**config.mk**
```make
export PLATFORM = sky130hd
export DESIGN_NAME = lane_qual_top
export DESIGN_NICKNAME = d
export VERILOG_FILES = /design/src/qual_pkg.sv /design/src/qual_ctrl_if.sv /design/src/lane_qual_top.sv /design/src/qual_ctrl.sv /design/src/lane_combine.sv /design/src/ceiling_compare.sv /design/src/floor_compare.sv /design/src/delay_line.sv
export SDC_FILE = /design/constraint.sdc
export NUM_CORES = 1
export LEC_CHECK = 0
export BUFFER_PORTS_ARGS = -buffer_cell sky130_fd_sc_hd__clkbuf_2
export CORE_UTILIZATION = 55
export CTS_CLUSTER_DIAMETER = 40
export DETAILED_ROUTE_END_ITERATION = 6
export GPL_TIMING_DRIVEN = 1
export HOLD_SLACK_MARGIN = 0.06
export PLACE_DENSITY = 0.74
export SYNTH_ARGS = -nofsm -noshare
export SYNTH_HDL_FRONTEND = slang
export SYNTH_HIERARCHICAL = 1
export SYNTH_SLANG_ARGS = --single-unit
```
**constraint.sdc**
```tcl
create_clock -name clk -period 14.6 [get_ports clk]
set_input_delay 3.65 -clock clk [delete_from_list [all_inputs] [get_ports clk]]
set_output_delay 3.65 -clock clk [all_outputs]
set_load 0.1 [all_outputs]
```
**src/qual_pkg.sv**
```systemverilog
`default_nettype none

package qual_pkg;

  localparam int NUM_LANES = 8;
  localparam int SAMPLE_W  = 16;

  // Element layout of one data word
  typedef enum logic [1:0] {
    FMT_REAL = 2'd0,
    FMT_CPLX = 2'd1,
    FMT_WIDE = 2'd2
  } lane_fmt_e;

  typedef enum logic [1:0] {
    IDLE,
    RUN,
    DRAIN
  } state_e;

  typedef logic signed [SAMPLE_W-1:0]           sample_t;
  typedef logic [NUM_LANES*SAMPLE_W-1:0]        word_t;
  typedef logic [NUM_LANES-1:0]                 lane_mask_t;

  // Absolute value, -32768 clips to 32767
  function automatic sample_t sat_abs(sample_t s);
    sample_t r;
    if (s == {1'b1, {(SAMPLE_W-1){1'b0}}}) begin
      r = {1'b0, {(SAMPLE_W-1){1'b1}}};
    end else if (s < 0) begin
      r = -s;
    end else begin
      r = s;
    end
    return r;
  endfunction

  // AND lane flags across each element and copy the result back to its lanes
  function automatic lane_mask_t spread_flags(lane_mask_t flags, lane_fmt_e fmt);
    lane_mask_t m;
    m = flags;
    case (fmt)
      FMT_CPLX: begin
        for (int e = 0; e < NUM_LANES / 2; e++) begin
          m[2*e +: 2] = {2{&flags[2*e +: 2]}};
        end
      end
      FMT_WIDE: begin
        for (int e = 0; e < NUM_LANES / 4; e++) begin
          m[4*e +: 4] = {4{&flags[4*e +: 4]}};
        end
      end
      default: m = flags;
    endcase
    return m;
  endfunction

endpackage

`default_nettype wire
```
**src/qual_ctrl_if.sv**
```systemverilog
`timescale 1ns/1ps
`default_nettype none

interface qual_ctrl_if;
  import qual_pkg::*;

  // Shared stage enable
  logic      advance;

  // Active configuration
  lane_fmt_e fmt;
  sample_t   lo_thresh;
  sample_t   hi_thresh;

  modport ctrl (
    output advance,
    output fmt,
    output lo_thresh,
    output hi_thresh
  );

  modport dp (
    input advance,
    input fmt,
    input lo_thresh,
    input hi_thresh
  );

endinterface

`default_nettype wire

```
**src/lane_qual_top.sv**
```systemverilog
`timescale 1ns/1ps
`default_nettype none

module lane_qual_top #(
  parameter int FLOOR_LAT = 2,
  parameter int CEIL_LAT  = 1
) (
  input  wire                       clk,
  input  wire                       rst_n,
  input  wire qual_pkg::word_t      i_data,
  input  wire                       i_valid,
  output logic                      o_ready,
  output qual_pkg::word_t           o_data,
  output logic                      o_valid,
  input  wire                       i_out_ready,
  input  wire                       i_cfg_valid,
  input  wire qual_pkg::lane_fmt_e  i_cfg_fmt,
  input  wire qual_pkg::sample_t    i_cfg_lo,
  input  wire qual_pkg::sample_t    i_cfg_hi,
  output logic                      o_cfg_ready
);
  import qual_pkg::*;

  // Ceiling mask waits for the slower floor result
  localparam int MASK_DLY = FLOOR_LAT - CEIL_LAT;

  lane_mask_t floor_mask;
  lane_mask_t ceil_mask;
  lane_mask_t ceil_mask_al;
  word_t      data_al;

  qual_ctrl_if ctrl_bus ();

  qual_ctrl u_ctrl (
    .clk         (clk),
    .rst_n       (rst_n),
    .i_valid     (i_valid),
    .i_out_ready (i_out_ready),
    .i_cfg_valid (i_cfg_valid),
    .i_cfg_fmt   (i_cfg_fmt),
    .i_cfg_lo    (i_cfg_lo),
    .i_cfg_hi    (i_cfg_hi),
    .o_ready     (o_ready),
    .o_valid     (o_valid),
    .o_cfg_ready (o_cfg_ready),
    .ctrl        (ctrl_bus.ctrl)
  );

  ////////////////////////////////////////////////////////////////////////////
  // Compare units and alignment
  ////////////////////////////////////////////////////////////////////////////

  floor_compare #(.LAT(FLOOR_LAT)) u_floor (
    .clk    (clk),
    .rst_n  (rst_n),
    .ctrl   (ctrl_bus.dp),
    .i_word (i_data),
    .o_mask (floor_mask)
  );

  ceiling_compare #(.LAT(CEIL_LAT)) u_ceil (
    .clk    (clk),
    .rst_n  (rst_n),
    .ctrl   (ctrl_bus.dp),
    .i_word (i_data),
    .o_mask (ceil_mask)
  );

  delay_line #(.DEPTH(MASK_DLY), .WIDTH(NUM_LANES)) u_ceil_dly (
    .clk   (clk),
    .rst_n (rst_n),
    .ctrl  (ctrl_bus.dp),
    .i_d   (ceil_mask),
    .o_q   (ceil_mask_al)
  );

  delay_line #(.DEPTH(FLOOR_LAT), .WIDTH($bits(word_t))) u_data_dly (
    .clk   (clk),
    .rst_n (rst_n),
    .ctrl  (ctrl_bus.dp),
    .i_d   (i_data),
    .o_q   (data_al)
  );

  lane_combine u_combine (
    .clk          (clk),
    .rst_n        (rst_n),
    .ctrl         (ctrl_bus.dp),
    .i_word       (data_al),
    .i_floor_mask (floor_mask),
    .i_ceil_mask  (ceil_mask_al),
    .o_word       (o_data)
  );

endmodule

`default_nettype wire

```
**src/qual_ctrl.sv**
```systemverilog
`timescale 1ns/1ps
`default_nettype none

module qual_ctrl (
  input  wire                       clk,
  input  wire                       rst_n,
  input  wire                       i_valid,
  input  wire                       i_out_ready,
  input  wire                       i_cfg_valid,
  input  wire qual_pkg::lane_fmt_e  i_cfg_fmt,
  input  wire qual_pkg::sample_t    i_cfg_lo,
  input  wire qual_pkg::sample_t    i_cfg_hi,
  output logic                      o_ready,
  output logic                      o_valid,
  output logic                      o_cfg_ready,
  qual_ctrl_if.ctrl                 ctrl
);
  import qual_pkg::*;

  state_e     state_q;
  state_e     state_d;
  logic [2:0] vld_q;
  logic [2:0] vld_d;
  logic       live_q;
  logic       advance;
  logic       accept;
  logic       cfg_fire;
  lane_fmt_e  fmt_q;
  sample_t    lo_q;
  sample_t    hi_q;

  // Held low for the first cycle out of reset
  always_ff @(posedge clk or negedge rst_n) begin
    if (!rst_n) begin
      live_q <= 1'b0;
    end else begin
      live_q <= 1'b1;
    end
  end

  ////////////////////////////////////////////////////////////////////////////
  // Handshakes and pipeline enable
  ////////////////////////////////////////////////////////////////////////////

  // Pipeline moves unless a full output register is blocked
  assign advance = !vld_q[2] || i_out_ready;

  // Input closes in DRAIN and while a config request waits
  assign o_ready     = live_q && advance && (state_q != DRAIN) && !i_cfg_valid;
  assign o_cfg_ready = live_q && (state_q == IDLE);
  assign o_valid     = vld_q[2];

  assign accept   = i_valid && o_ready;
  assign cfg_fire = i_cfg_valid && o_cfg_ready;

  // Valid bits follow the data through the three stages
  assign vld_d = advance ? {vld_q[1:0], accept} : vld_q;

  always_ff @(posedge clk or negedge rst_n) begin
    if (!rst_n) begin
      vld_q <= '0;
    end else begin
      vld_q <= vld_d;
    end
  end

  ////////////////////////////////////////////////////////////////////////////
  // Configuration FSM
  ////////////////////////////////////////////////////////////////////////////

  always_comb begin
    state_d = state_q;
    case (state_q)
      IDLE: begin
        if (accept) state_d = RUN;
      end
      RUN: begin
        if (vld_d == '0) begin
          state_d = IDLE;
        end else if (i_cfg_valid) begin
          state_d = DRAIN;
        end
      end
      DRAIN: begin
        if (vld_d == '0) state_d = IDLE;
      end
      default: state_d = IDLE;
    endcase
  end

  always_ff @(posedge clk or negedge rst_n) begin
    if (!rst_n) begin
      state_q <= IDLE;
      fmt_q   <= FMT_REAL;
      lo_q    <= '0;
      hi_q    <= 16'sh7FFF;
    end else begin
      state_q <= state_d;
      if (cfg_fire) begin
        fmt_q <= i_cfg_fmt;
        lo_q  <= i_cfg_lo;
        hi_q  <= i_cfg_hi;
      end
    end
  end

  assign ctrl.advance   = advance;
  assign ctrl.fmt       = fmt_q;
  assign ctrl.lo_thresh = lo_q;
  assign ctrl.hi_thresh = hi_q;

endmodule

`default_nettype wire

```
**src/lane_combine.sv**
```systemverilog
`timescale 1ns/1ps
`default_nettype none

module lane_combine (
  input  wire                        clk,
  input  wire                        rst_n,
  qual_ctrl_if.dp                    ctrl,
  input  wire qual_pkg::word_t       i_word,
  input  wire qual_pkg::lane_mask_t  i_floor_mask,
  input  wire qual_pkg::lane_mask_t  i_ceil_mask,
  output qual_pkg::word_t            o_word
);
  import qual_pkg::*;

  lane_mask_t keep;

  // A lane survives only if both tests pass
  assign keep = i_floor_mask & i_ceil_mask;

  ////////////////////////////////////////////////////////////////////////////
  // Output register
  ////////////////////////////////////////////////////////////////////////////

  always_ff @(posedge clk or negedge rst_n) begin
    if (!rst_n) begin
      o_word <= '0;
    end else if (ctrl.advance) begin
      for (int i = 0; i < NUM_LANES; i++) begin
        if (keep[i]) begin
          o_word[i*SAMPLE_W +: SAMPLE_W] <= i_word[i*SAMPLE_W +: SAMPLE_W];
        end else begin
          o_word[i*SAMPLE_W +: SAMPLE_W] <= '0;
        end
      end
    end
  end

endmodule

`default_nettype wire

```
**src/ceiling_compare.sv**
```systemverilog
`timescale 1ns/1ps
`default_nettype none

module ceiling_compare #(
  parameter int LAT = 1
) (
  input  wire                   clk,
  input  wire                   rst_n,
  qual_ctrl_if.dp               ctrl,
  input  wire qual_pkg::word_t  i_word,
  output qual_pkg::lane_mask_t  o_mask
);
  import qual_pkg::*;

  lane_mask_t lane_ok;
  lane_mask_t mask_q [LAT];

  // Magnitude and ceiling test in the same cycle
  always_comb begin
    for (int i = 0; i < NUM_LANES; i++) begin
      lane_ok[i] = (sat_abs(sample_t'(i_word[i*SAMPLE_W +: SAMPLE_W])) <= ctrl.hi_thresh);
    end
  end

  ////////////////////////////////////////////////////////////////////////////
  // Registered element mask
  ////////////////////////////////////////////////////////////////////////////

  always_ff @(posedge clk or negedge rst_n) begin
    if (!rst_n) begin
      for (int s = 0; s < LAT; s++) begin
        mask_q[s] <= '0;
      end
    end else if (ctrl.advance) begin
      mask_q[0] <= spread_flags(lane_ok, ctrl.fmt);
      for (int s = 1; s < LAT; s++) begin
        mask_q[s] <= mask_q[s-1];
      end
    end
  end

  assign o_mask = mask_q[LAT-1];

endmodule

`default_nettype wire

```
**src/floor_compare.sv**
```systemverilog
`timescale 1ns/1ps
`default_nettype none

module floor_compare #(
  parameter int LAT = 2
) (
  input  wire                   clk,
  input  wire                   rst_n,
  qual_ctrl_if.dp               ctrl,
  input  wire qual_pkg::word_t  i_word,
  output qual_pkg::lane_mask_t  o_mask
);
  import qual_pkg::*;

  sample_t    abs_q [NUM_LANES];
  lane_mask_t lane_ok;
  lane_mask_t mask_q [LAT-1];

  ////////////////////////////////////////////////////////////////////////////
  // Stage 1: per-lane magnitude
  ////////////////////////////////////////////////////////////////////////////

  always_ff @(posedge clk) begin
    if (ctrl.advance) begin
      for (int i = 0; i < NUM_LANES; i++) begin
        abs_q[i] <= sat_abs(sample_t'(i_word[i*SAMPLE_W +: SAMPLE_W]));
      end
    end
  end

  ////////////////////////////////////////////////////////////////////////////
  // Stage 2: floor test and element grouping
  ////////////////////////////////////////////////////////////////////////////

  // Lane passes when its magnitude reaches the floor
  always_comb begin
    for (int i = 0; i < NUM_LANES; i++) begin
      lane_ok[i] = (abs_q[i] >= ctrl.lo_thresh);
    end
  end

  always_ff @(posedge clk or negedge rst_n) begin
    if (!rst_n) begin
      for (int s = 0; s < LAT - 1; s++) begin
        mask_q[s] <= '0;
      end
    end else if (ctrl.advance) begin
      mask_q[0] <= spread_flags(lane_ok, ctrl.fmt);
      // Extra stages only when LAT is above two
      for (int s = 1; s < LAT - 1; s++) begin
        mask_q[s] <= mask_q[s-1];
      end
    end
  end

  assign o_mask = mask_q[LAT-2];

endmodule

`default_nettype wire

```
**src/delay_line.sv**
```systemverilog
`timescale 1ns/1ps
`default_nettype none

module delay_line #(
  parameter int DEPTH = 1,
  parameter int WIDTH = 8
) (
  input  wire              clk,
  input  wire              rst_n,
  qual_ctrl_if.dp          ctrl,
  input  wire  [WIDTH-1:0] i_d,
  output logic [WIDTH-1:0] o_q
);

  logic [WIDTH-1:0] stage_q [DEPTH];

  // Shift chain, frozen while the pipeline is stalled
  always_ff @(posedge clk or negedge rst_n) begin
    if (!rst_n) begin
      for (int i = 0; i < DEPTH; i++) begin
        stage_q[i] <= '0;
      end
    end else if (ctrl.advance) begin
      stage_q[0] <= i_d;
      for (int i = 1; i < DEPTH; i++) begin
        stage_q[i] <= stage_q[i-1];
      end
    end
  end

  assign o_q = stage_q[DEPTH-1];

endmodule

`default_nettype wire

```
==> results of run 1 <==
registers in the layout, summed over array words and instances, names as in the netlist, 8 cells and up:
register               count
u_combine/o_word         128
u_data_dly/o_q           128
u_data_dly/stage_q       128
u_floor/abs_q            128
u_ctrl/ctrl.hi_thresh     16
u_ctrl/ctrl.lo_thresh     16
u_ceil/o_mask              8
u_ceil_dly/o_q             8
u_floor/o_mask             8
cells in the mapped netlist (all sizes together), types with 85 or more instances:
cell      n  share of area, %
nand2   461               5.0
dfrtp   433                32
mux2    302                10
ha      276                10
inv     223               2.4
buf     201               4.6
xor2    138               3.5
o22ai   132               2.4
edfxtp  128                11
a21oi   117               1.7
o21ai    93               1.4
nor2     85              0.94
area by class of cell:
class / count / area, µm² / share of cell area (%)
sequential: 576 / 15100 / 39.3
timing repair buffer: 309 / 1610 / 4.20
antenna: 2 / 5.00 / 0.0130
tap: 837 / 1050 / 2.73
clock buffer: 109 / 2500 / 6.50
multi-input combinational: 2238 / 16700 / 43.6
inverter: 224 / 848 / 2.21
clock inverter: 57 / 583 / 1.52
stage by stage:
stage               utilization [%]  instance area, µm²
floorplan                         -               34400
global placement               57.2               35300
detailed placement             57.2               35300
CTS                            62.2               38400
global route                   62.2               38400
finish                         62.2               38400
cell families after synthesis:
| family | count (synthesis) |
|---|---|
| simple gates | 916 |
| xor+xnor | 156 |
| fa+ha+maj | 276 |
| flops | 576 |
| buf+inv | 473 |
| compound gates | 585 |
| mux | 304 |
| other cells | 1 |
power groups by stage:
stage	combinational, µW	clock, µW	sequential (µW)
global route	1760	2240	2030
finish	1610	2130	2010
CTS	1610	2170	2010
detailed placement	1600	0	2030
global placement	1560	0	2030
floorplan	929	0	2330
worst min path at each step:
stage | from | endpoint | slack, ps | cells after the start
after floorplan | u_floor/o_mask[1]$_DFFE_PN0P_ | u_floor/o_mask[1]$_DFFE_PN0P_ | 470 | 2
after global placement | u_ceil/o_mask[5]$_DFFE_PN0P_ | u_ceil_dly/o_q[5]$_DFFE_PN0P_ | 480 | 1
final | u_ceil/o_mask[5]$_DFFE_PN0P_ | u_ceil_dly/o_q[5]$_DFFE_PN0P_ | 490 | 1
after detailed placement | u_ceil/o_mask[5]$_DFFE_PN0P_ | u_ceil_dly/o_q[5]$_DFFE_PN0P_ | 490 | 1
after CTS | u_ceil/o_mask[5]$_DFFE_PN0P_ | u_ceil_dly/o_q[5]$_DFFE_PN0P_ | 490 | 1
after global routing | u_data_dly/stage_q[224]$_DFFE_PN0P_ | u_data_dly/stage_q[224]$_DFFE_PN0P_ | 510 | 1
layout by cell type (no fill, tap or decap), types with 93 or more instances in the layout:
cell type  count
edfxtp_1     128
a21oi_1      116
mux2_2       264
o22ai_1      132
clkbuf_16     93
clkbuf_2     296
dfrtp_1      433
nand2_1      461
xor2_1       138
inv_1        222
ha_1         276
per-layer routing:
layer	routed length (µm)	part of all wire [%]
met1	35800	44
met2	38300	47
met3	4270	5.3
met4	2730	3.4
met5	0	0
==> summary.md, run 1 <==
| Metric | Value |
|---|---|
| Internal power | 3740 µW |
| Combinational share of power | 28.1% |
| Sw Ratio | 35.0% |
| Rows | 91 |
| Post-Syn Instances | 3,287 |
| Pre-CTS setup slack | 5720 ps |
| Largest family of logic cells by synthesized area | simple AND/OR/NAND/NOR gates |
| Headroom to the max-slew limit | 25.3% |
| Ys async rst share | 77.8% |
| GR met3 Demand/Resource | 4.28% |
| Pin count of the biggest net entering global routing | 179 |
| Number of gates resized after cts | 0 |
| Critical path buffer and inverter count | 3 |
| Die Ht | 252 µm |
| Critical-path cell list | clkbuf_2, nor2b_1, inv_8, and3_1, clkbuf_2 |
| CP endpoint kind | output port |
| Setup slack, reg-to-reg | 10,950 ps |
| Setup CP Type | input pin to output port |
| Core footprint | 0.0617 mm² |
| Post-synthesis compound-gate area fraction | 11.1% |
| Startpoint Class | input pin |
| # port buffers | 297 |
| Clock Tree Buf Depth | 3 |
| TritonCTS clock tree | done |
| Clock Tree Root | clkbuf_16 |
| CP peak stage delay | 460 ps |
| Worst vdd ir | 0.000137 V |
| CP required | 10,950 ps |
| Post-synth EDFFs | 128 |
| Routed WL | 81,100 µm |
| Overall power | 5750 µW |
| Final Cycle Share | 60.8% |
| Max-cap viol count | 0 |
| Pins Over Slew Limit | 0 |
| Synth Area in Simple Gates | 13.2% |
| Power per Cell Area | 150 mW/mm² |
| Synthesized area | 0.0344 mm² |
| Worst Setup SP | i_out_ready |
| Yosys reg bits | 576 |
| Clk pin slew, worst setup/hold paths | 50 ps |
| Tightest Pin Transition | 1120 ps |
| GRT Resource Usage Total | 25.4% |
| DR vias/cell | 5.65 |
| Crit path depth | 5 |
| GR Util met2 | 41.6% |
| Status | finished clean |
| Hold Buf Count CTS | 0 |
| F_max | 113 MHz |
| Layout cells sized above 1 | 23.7% |
| Top FF cell, synth | dfrtp_1 |
| CP Capture Point | o_ready |
| Die area | 0.0635 mm² |
| Post-DP HPWL | 55,000 µm |
| H-Tree Depth | 3 |
| Worst r2r dst | u_data_dly/stage_q[197]$_DFFE_PN0P_ |
| Register share of total power | 34.9% |
| RR Startpoint | u_ctrl/vld_q[2]$_DFF_PN0_ |
| Final setup viols | 0 |
| DRC violation count after routing | 0 |
| Setup_tns | 0 ps |
| Post CTS Setup Buffer Count | 0 |
| Hold Path Class | flip-flop to flip-flop |
| LEAKAGE | 0.0177 µW |
| Sequential element share of the synthesized area | 43.8% |
| Synth warn | 6 |
| Routed Antenna Nets | 0 |
| Worst path most repeated cell | clkbuf_2 |
| Drt pass-1 iters | 5 |
| Syn Nets | 3,730 |
| Placed Instances | 4,184 |
| Fillcell total | 5,101 |
| Non-filler instance count after layout | 4,352 |
| Clock share of power | 37.0% |
| Clock insertion delay at the later pin of the skew report | 630 ps |
| Initial antenna violation count | 2 |
| First-pass GRT wire length | 127,000 µm |
| Period minus WS final | 8870 ps |
| Final worst slack | 5730 ps |
| Vias | 24,568 |
| CTS Buf Count | 91 |
| Clock Skew | 15.3 ps |
| Routing usage on met1 | 33.9% |
| Count of cell types in the netlist | 94 |
| Mean post-synth cell area | 10.5 µm² |
| Fin nets | 3,883 |
| Avg WL per Cell | 18.6 µm |
| Starting DRT DRC Count | 1,649 |
| Adder-Cell Fraction of Synth Area | 10.0% |
| Die extent in x | 252 µm |
| FF-to-FF path depth | 5 |
| Switching pwr | 2010 µW |
| Fin Hold WS | 489 ps |
| Crit path max-delay family | buffers and inverters |
| CP max-delay cell | nor2b_1 |
| RD Place Congestion | 0.860 |
| Most Used Layer, Global Route | met2 |
| XOR/XNOR share of the synthesized area | 3.97% |
| Critical path fanouts, max | 128 |
| RSZ-0062 raised after global routing | no |
| Worst Path Arrival | 5220 ps |
| Mux share of post-synthesis cell area | 10.4% |
| # IOs | 298 |
| Congestion Overflow GR | 0 |
| Fin. Hold Viols | 0 |
| Effective utilization at floorplan | 55.7% |
| CTS Sinks | 576 |
| Synth-to-layout area growth | 11.6% |
| Vias in the first global route | 23,317 |
(Power assumes the default switching activity.)
==> inputs of run 2 (changes only) <==
PLACE_DENSITY = 0.77   (was 0.74)
clock period = 7.67 ns   (was 14.6 ns; I/O delays follow)
==> summary.md, run 2 (synthesized netlist as in run 1, its figures left out) <==
| Metric | Value |
|---|---|
| Rows | 91 (unchanged) |
| DR WL met2 | 39,400 µm (was 38,300 µm) |
| Top sig layer | met4 (unchanged) |
| Worst path most repeated cell | nand2_1 (was clkbuf_2) |
| Max-cap viol count | 0 (unchanged) |
| Die extent in x | 252 µm (unchanged) |
| GRT Resource Usage Total | 26.3% (was 25.4%) |
| Startpoint Class | input pin (unchanged) |
| Hold Startpoint | u_ceil/o_mask[1]$_DFFE_PN0P_ (was u_ceil/o_mask[5]$_DFFE_PN0P_) |
| H-Tree Depth | 3 (unchanged) |
| Avg WL per Cell | 19.3 µm (was 18.6 µm) |
| F_max | 181 MHz |
| Drt pass-1 iters | 5 (unchanged) |
| Clock Tree Buf Depth | 3 (unchanged) |
| Clock Tree Root | clkbuf_16 (unchanged) |
| Fin. Hold Viols | 0 (unchanged) |
| Final setup viols | 0 (unchanged) |
| Worst vdd ir | 0.000312 V (was 0.000137 V) |
| Effective utilization at floorplan | 55.7% (unchanged) |
| Post-DP HPWL | 56,300 µm (was 55,000 µm) |
| Routed Antenna Nets | 0 (unchanged) |
| DR vias/cell | 5.75 (was 5.65) |
| Status | finished clean (unchanged) |
| Most frequent cells in the layout | 461 x nand2_1, 433 x dfrtp_1, 296 x clkbuf_2, 276 x ha_1, 264 x mux2_2 (unchanged) |
| M1 WL | 36,500 µm (was 35,800 µm) |
| Number of gates resized after cts | 0 (unchanged) |
| Hold Buf Count CTS | 0 (unchanged) |
| Die area | 0.0635 mm² (unchanged) |
| Crit path depth | 16 (was 5) |
| CP max-delay cell | o211ai_1 (was nor2b_1) |
| Setup slack, reg-to-reg | 3810 ps (was 10,950 ps) |
| Final Cycle Share | 72.0% |
| Hold Path Class | flip-flop to flip-flop (unchanged) |
| Setup_tns | 0 ps (unchanged) |
| Critical path buffer and inverter count | 1 (was 3) |
| RSZ-0062 raised after global routing | no (unchanged) |
| Period minus WS final | 5520 ps |
| Headroom to the max-slew limit | 29.3% (was 25.3%) |
| CP required | 8200 ps (was 10,950 ps) |
| Commonest non-fill, non-tap cell in the layout | nand2_1 (unchanged) |
| # IOs | 298 (unchanged) |
| RR Startpoint | u_ctrl/vld_q[2]$_DFF_PN0_ (unchanged) |
| RD Place Congestion | 0.875 (was 0.860) |
| Pins Over Slew Limit | 0 (unchanged) |
| Worst Path Arrival | 6050 ps (was 5220 ps) |
| Hold Path Depth | 1 (unchanged) |
| Die Ht | 252 µm (unchanged) |
| Tightest Pin Transition | 1060 ps (was 1120 ps) |
| CTS Buf Count | 89 (was 91) |
| Initial antenna violation count | 1 (was 2) |
| CP peak stage delay | 560 ps (was 460 ps) |
| Core footprint | 0.0617 mm² (unchanged) |
| DRC violation count after routing | 0 (unchanged) |
| Worst min-delay path endpoint | u_ceil_dly/o_q[1]$_DFFE_PN0P_ (was u_ceil_dly/o_q[5]$_DFFE_PN0P_) |
| Pin count of the biggest net entering global routing | 196 (was 179) |
| Metal3 WL | 5050 µm (was 4270 µm) |
| Worst r2r dst | u_data_dly/o_q[103]$_DFFE_PN0P_ (was u_data_dly/stage_q[197]$_DFFE_PN0P_) |
| Power per Cell Area | 289 mW/mm² (was 150 mW/mm²) |
| Overall power | 11,200 µW (was 5750 µW) |
| Clock Skew | 34.4 ps (was 15.3 ps) |
| Setup CP Type | input pin to flip-flop (was input pin to output port) |
| Critical-path cell list | clkbuf_2, or2_1, or4_1, or2_2, or3b_1, nand2_1, xor2_1, nand2_1, ha_1, nand4_1, nor4_1, a21boi_0, nor2_1, o211ai_1, a311oi_1, o31ai_1 (was clkbuf_2, nor2b_1, inv_8, and3_1, clkbuf_2) |
| Post CTS Setup Buffer Count | 0 (unchanged) |
| # port buffers | 297 (unchanged) |
| Clk pin slew, worst setup/hold paths | 60 ps (was 50 ps) |
| TritonCTS clock tree | done (unchanged) |
| Routed WL | 84,000 µm (was 81,100 µm) |
| FF-to-FF path depth | 6 (was 5) |
| Crit path max-delay family | simple AND/OR/NAND/NOR gates (was buffers and inverters) |
| LEAKAGE | 0.0177 µW (about the same) |
| Synth-to-layout area growth | 12.0% (was 11.6%) |
| Vias | 25,026 (was 24,568) |
| Layout cells sized above 1 | 23.8% (was 23.7%) |
| Vias in the first global route | 23,962 (was 23,317) |
| CP endpoint kind | flip-flop (was output port) |
| Fin nets | 3,882 (was 3,883) |
| Clock insertion delay at the later pin of the skew report | 650 ps (was 630 ps) |
| CTS Sinks | 576 (unchanged) |
| Critical path fanouts, max | 6 (was 128) |
| First-pass GRT wire length | 131,000 µm (was 127,000 µm) |
| Starting DRT DRC Count | 2,021 (was 1,649) |
| Congestion Overflow GR | 0 (unchanged) |
[run 2: changes by cell type in the layout (fill, tap and decap cells not counted)]
cell	change
buf_12	+2
buf_4	-1
bufinv_16	+4
clkbuf_1	+1
clkbuf_16	+1
clkbuf_8	-3
clkinv_1	-2
clkinv_2	-6
clkinv_4	+3
clkinvlp_4	-2
diode_2	-1
inv_4	+3
inv_6	-2
inv_8	+3
[run 2: worst reg2reg max path, delay by kind of cell (launching register included)]
| family | cells | cell delay (ps) |
|---|---|---|
| AND/OR/NAND/NOR | 1 | 200 |
| flip-flops | 1 | 360 |
| buffers and inverters | 4 | 2690 |
| multiplexers | 1 | 480 |
[run 2: worst max path at each step]
stage / from / endpoint
after floorplan: i_out_ready / o_ready
after global placement: i_data[16] / u_ceil/o_mask[3]$_DFFE_PN0P_
after detailed placement: i_data[16] / u_ceil/o_mask[2]$_DFFE_PN0P_
after CTS: i_data[16] / u_ceil/o_mask[3]$_DFFE_PN0P_
after global routing: i_data[16] / u_ceil/o_mask[2]$_DFFE_PN0P_
final: i_data[16] / u_ceil/o_mask[3]$_DFFE_PN0P_
[run 2: cell type report]
class | count | area (µm²)
multi-input cells | 2238 | 16700
clock buffers | 108 | 2480
fillers | 5003 | 23200
repair buffers | 310 | 1640
clock inverters | 58 | 716
flip-flops and latches | 576 | 15100
diodes | 1 | 2.50
inverters | 224 | 845
well taps | 837 | 1050
[run 2: metal layers]
layer	GRT usage, %	up-vias
met2	42.9	748
met1	35.1	12110
met4	10.9	0
li1	-	12021
met5	0	-
met3	3.93	147
[run 2: per-stage QoR]
step,util (%),hold slack [ps],std cells,area [µm²],worst slack [ps]
after global routing,62.5,504,4352,38500,1890
after detailed placement,57.3,487,4185,35300,1500
after global placement,57.3,480,4185,35300,1600
after CTS,62.4,495,4351,38500,2160
final,62.5,495,4352,38500,2150
after floorplan,-,466,3287,34400,774
[run 2: power breakdown]
part | switching, µW | total [µW] | internal, µW
combinational | 2100 | 3100 | 999
sequential | 228 | 3820 | 3600
clock | 1560 | 4230 | 2670
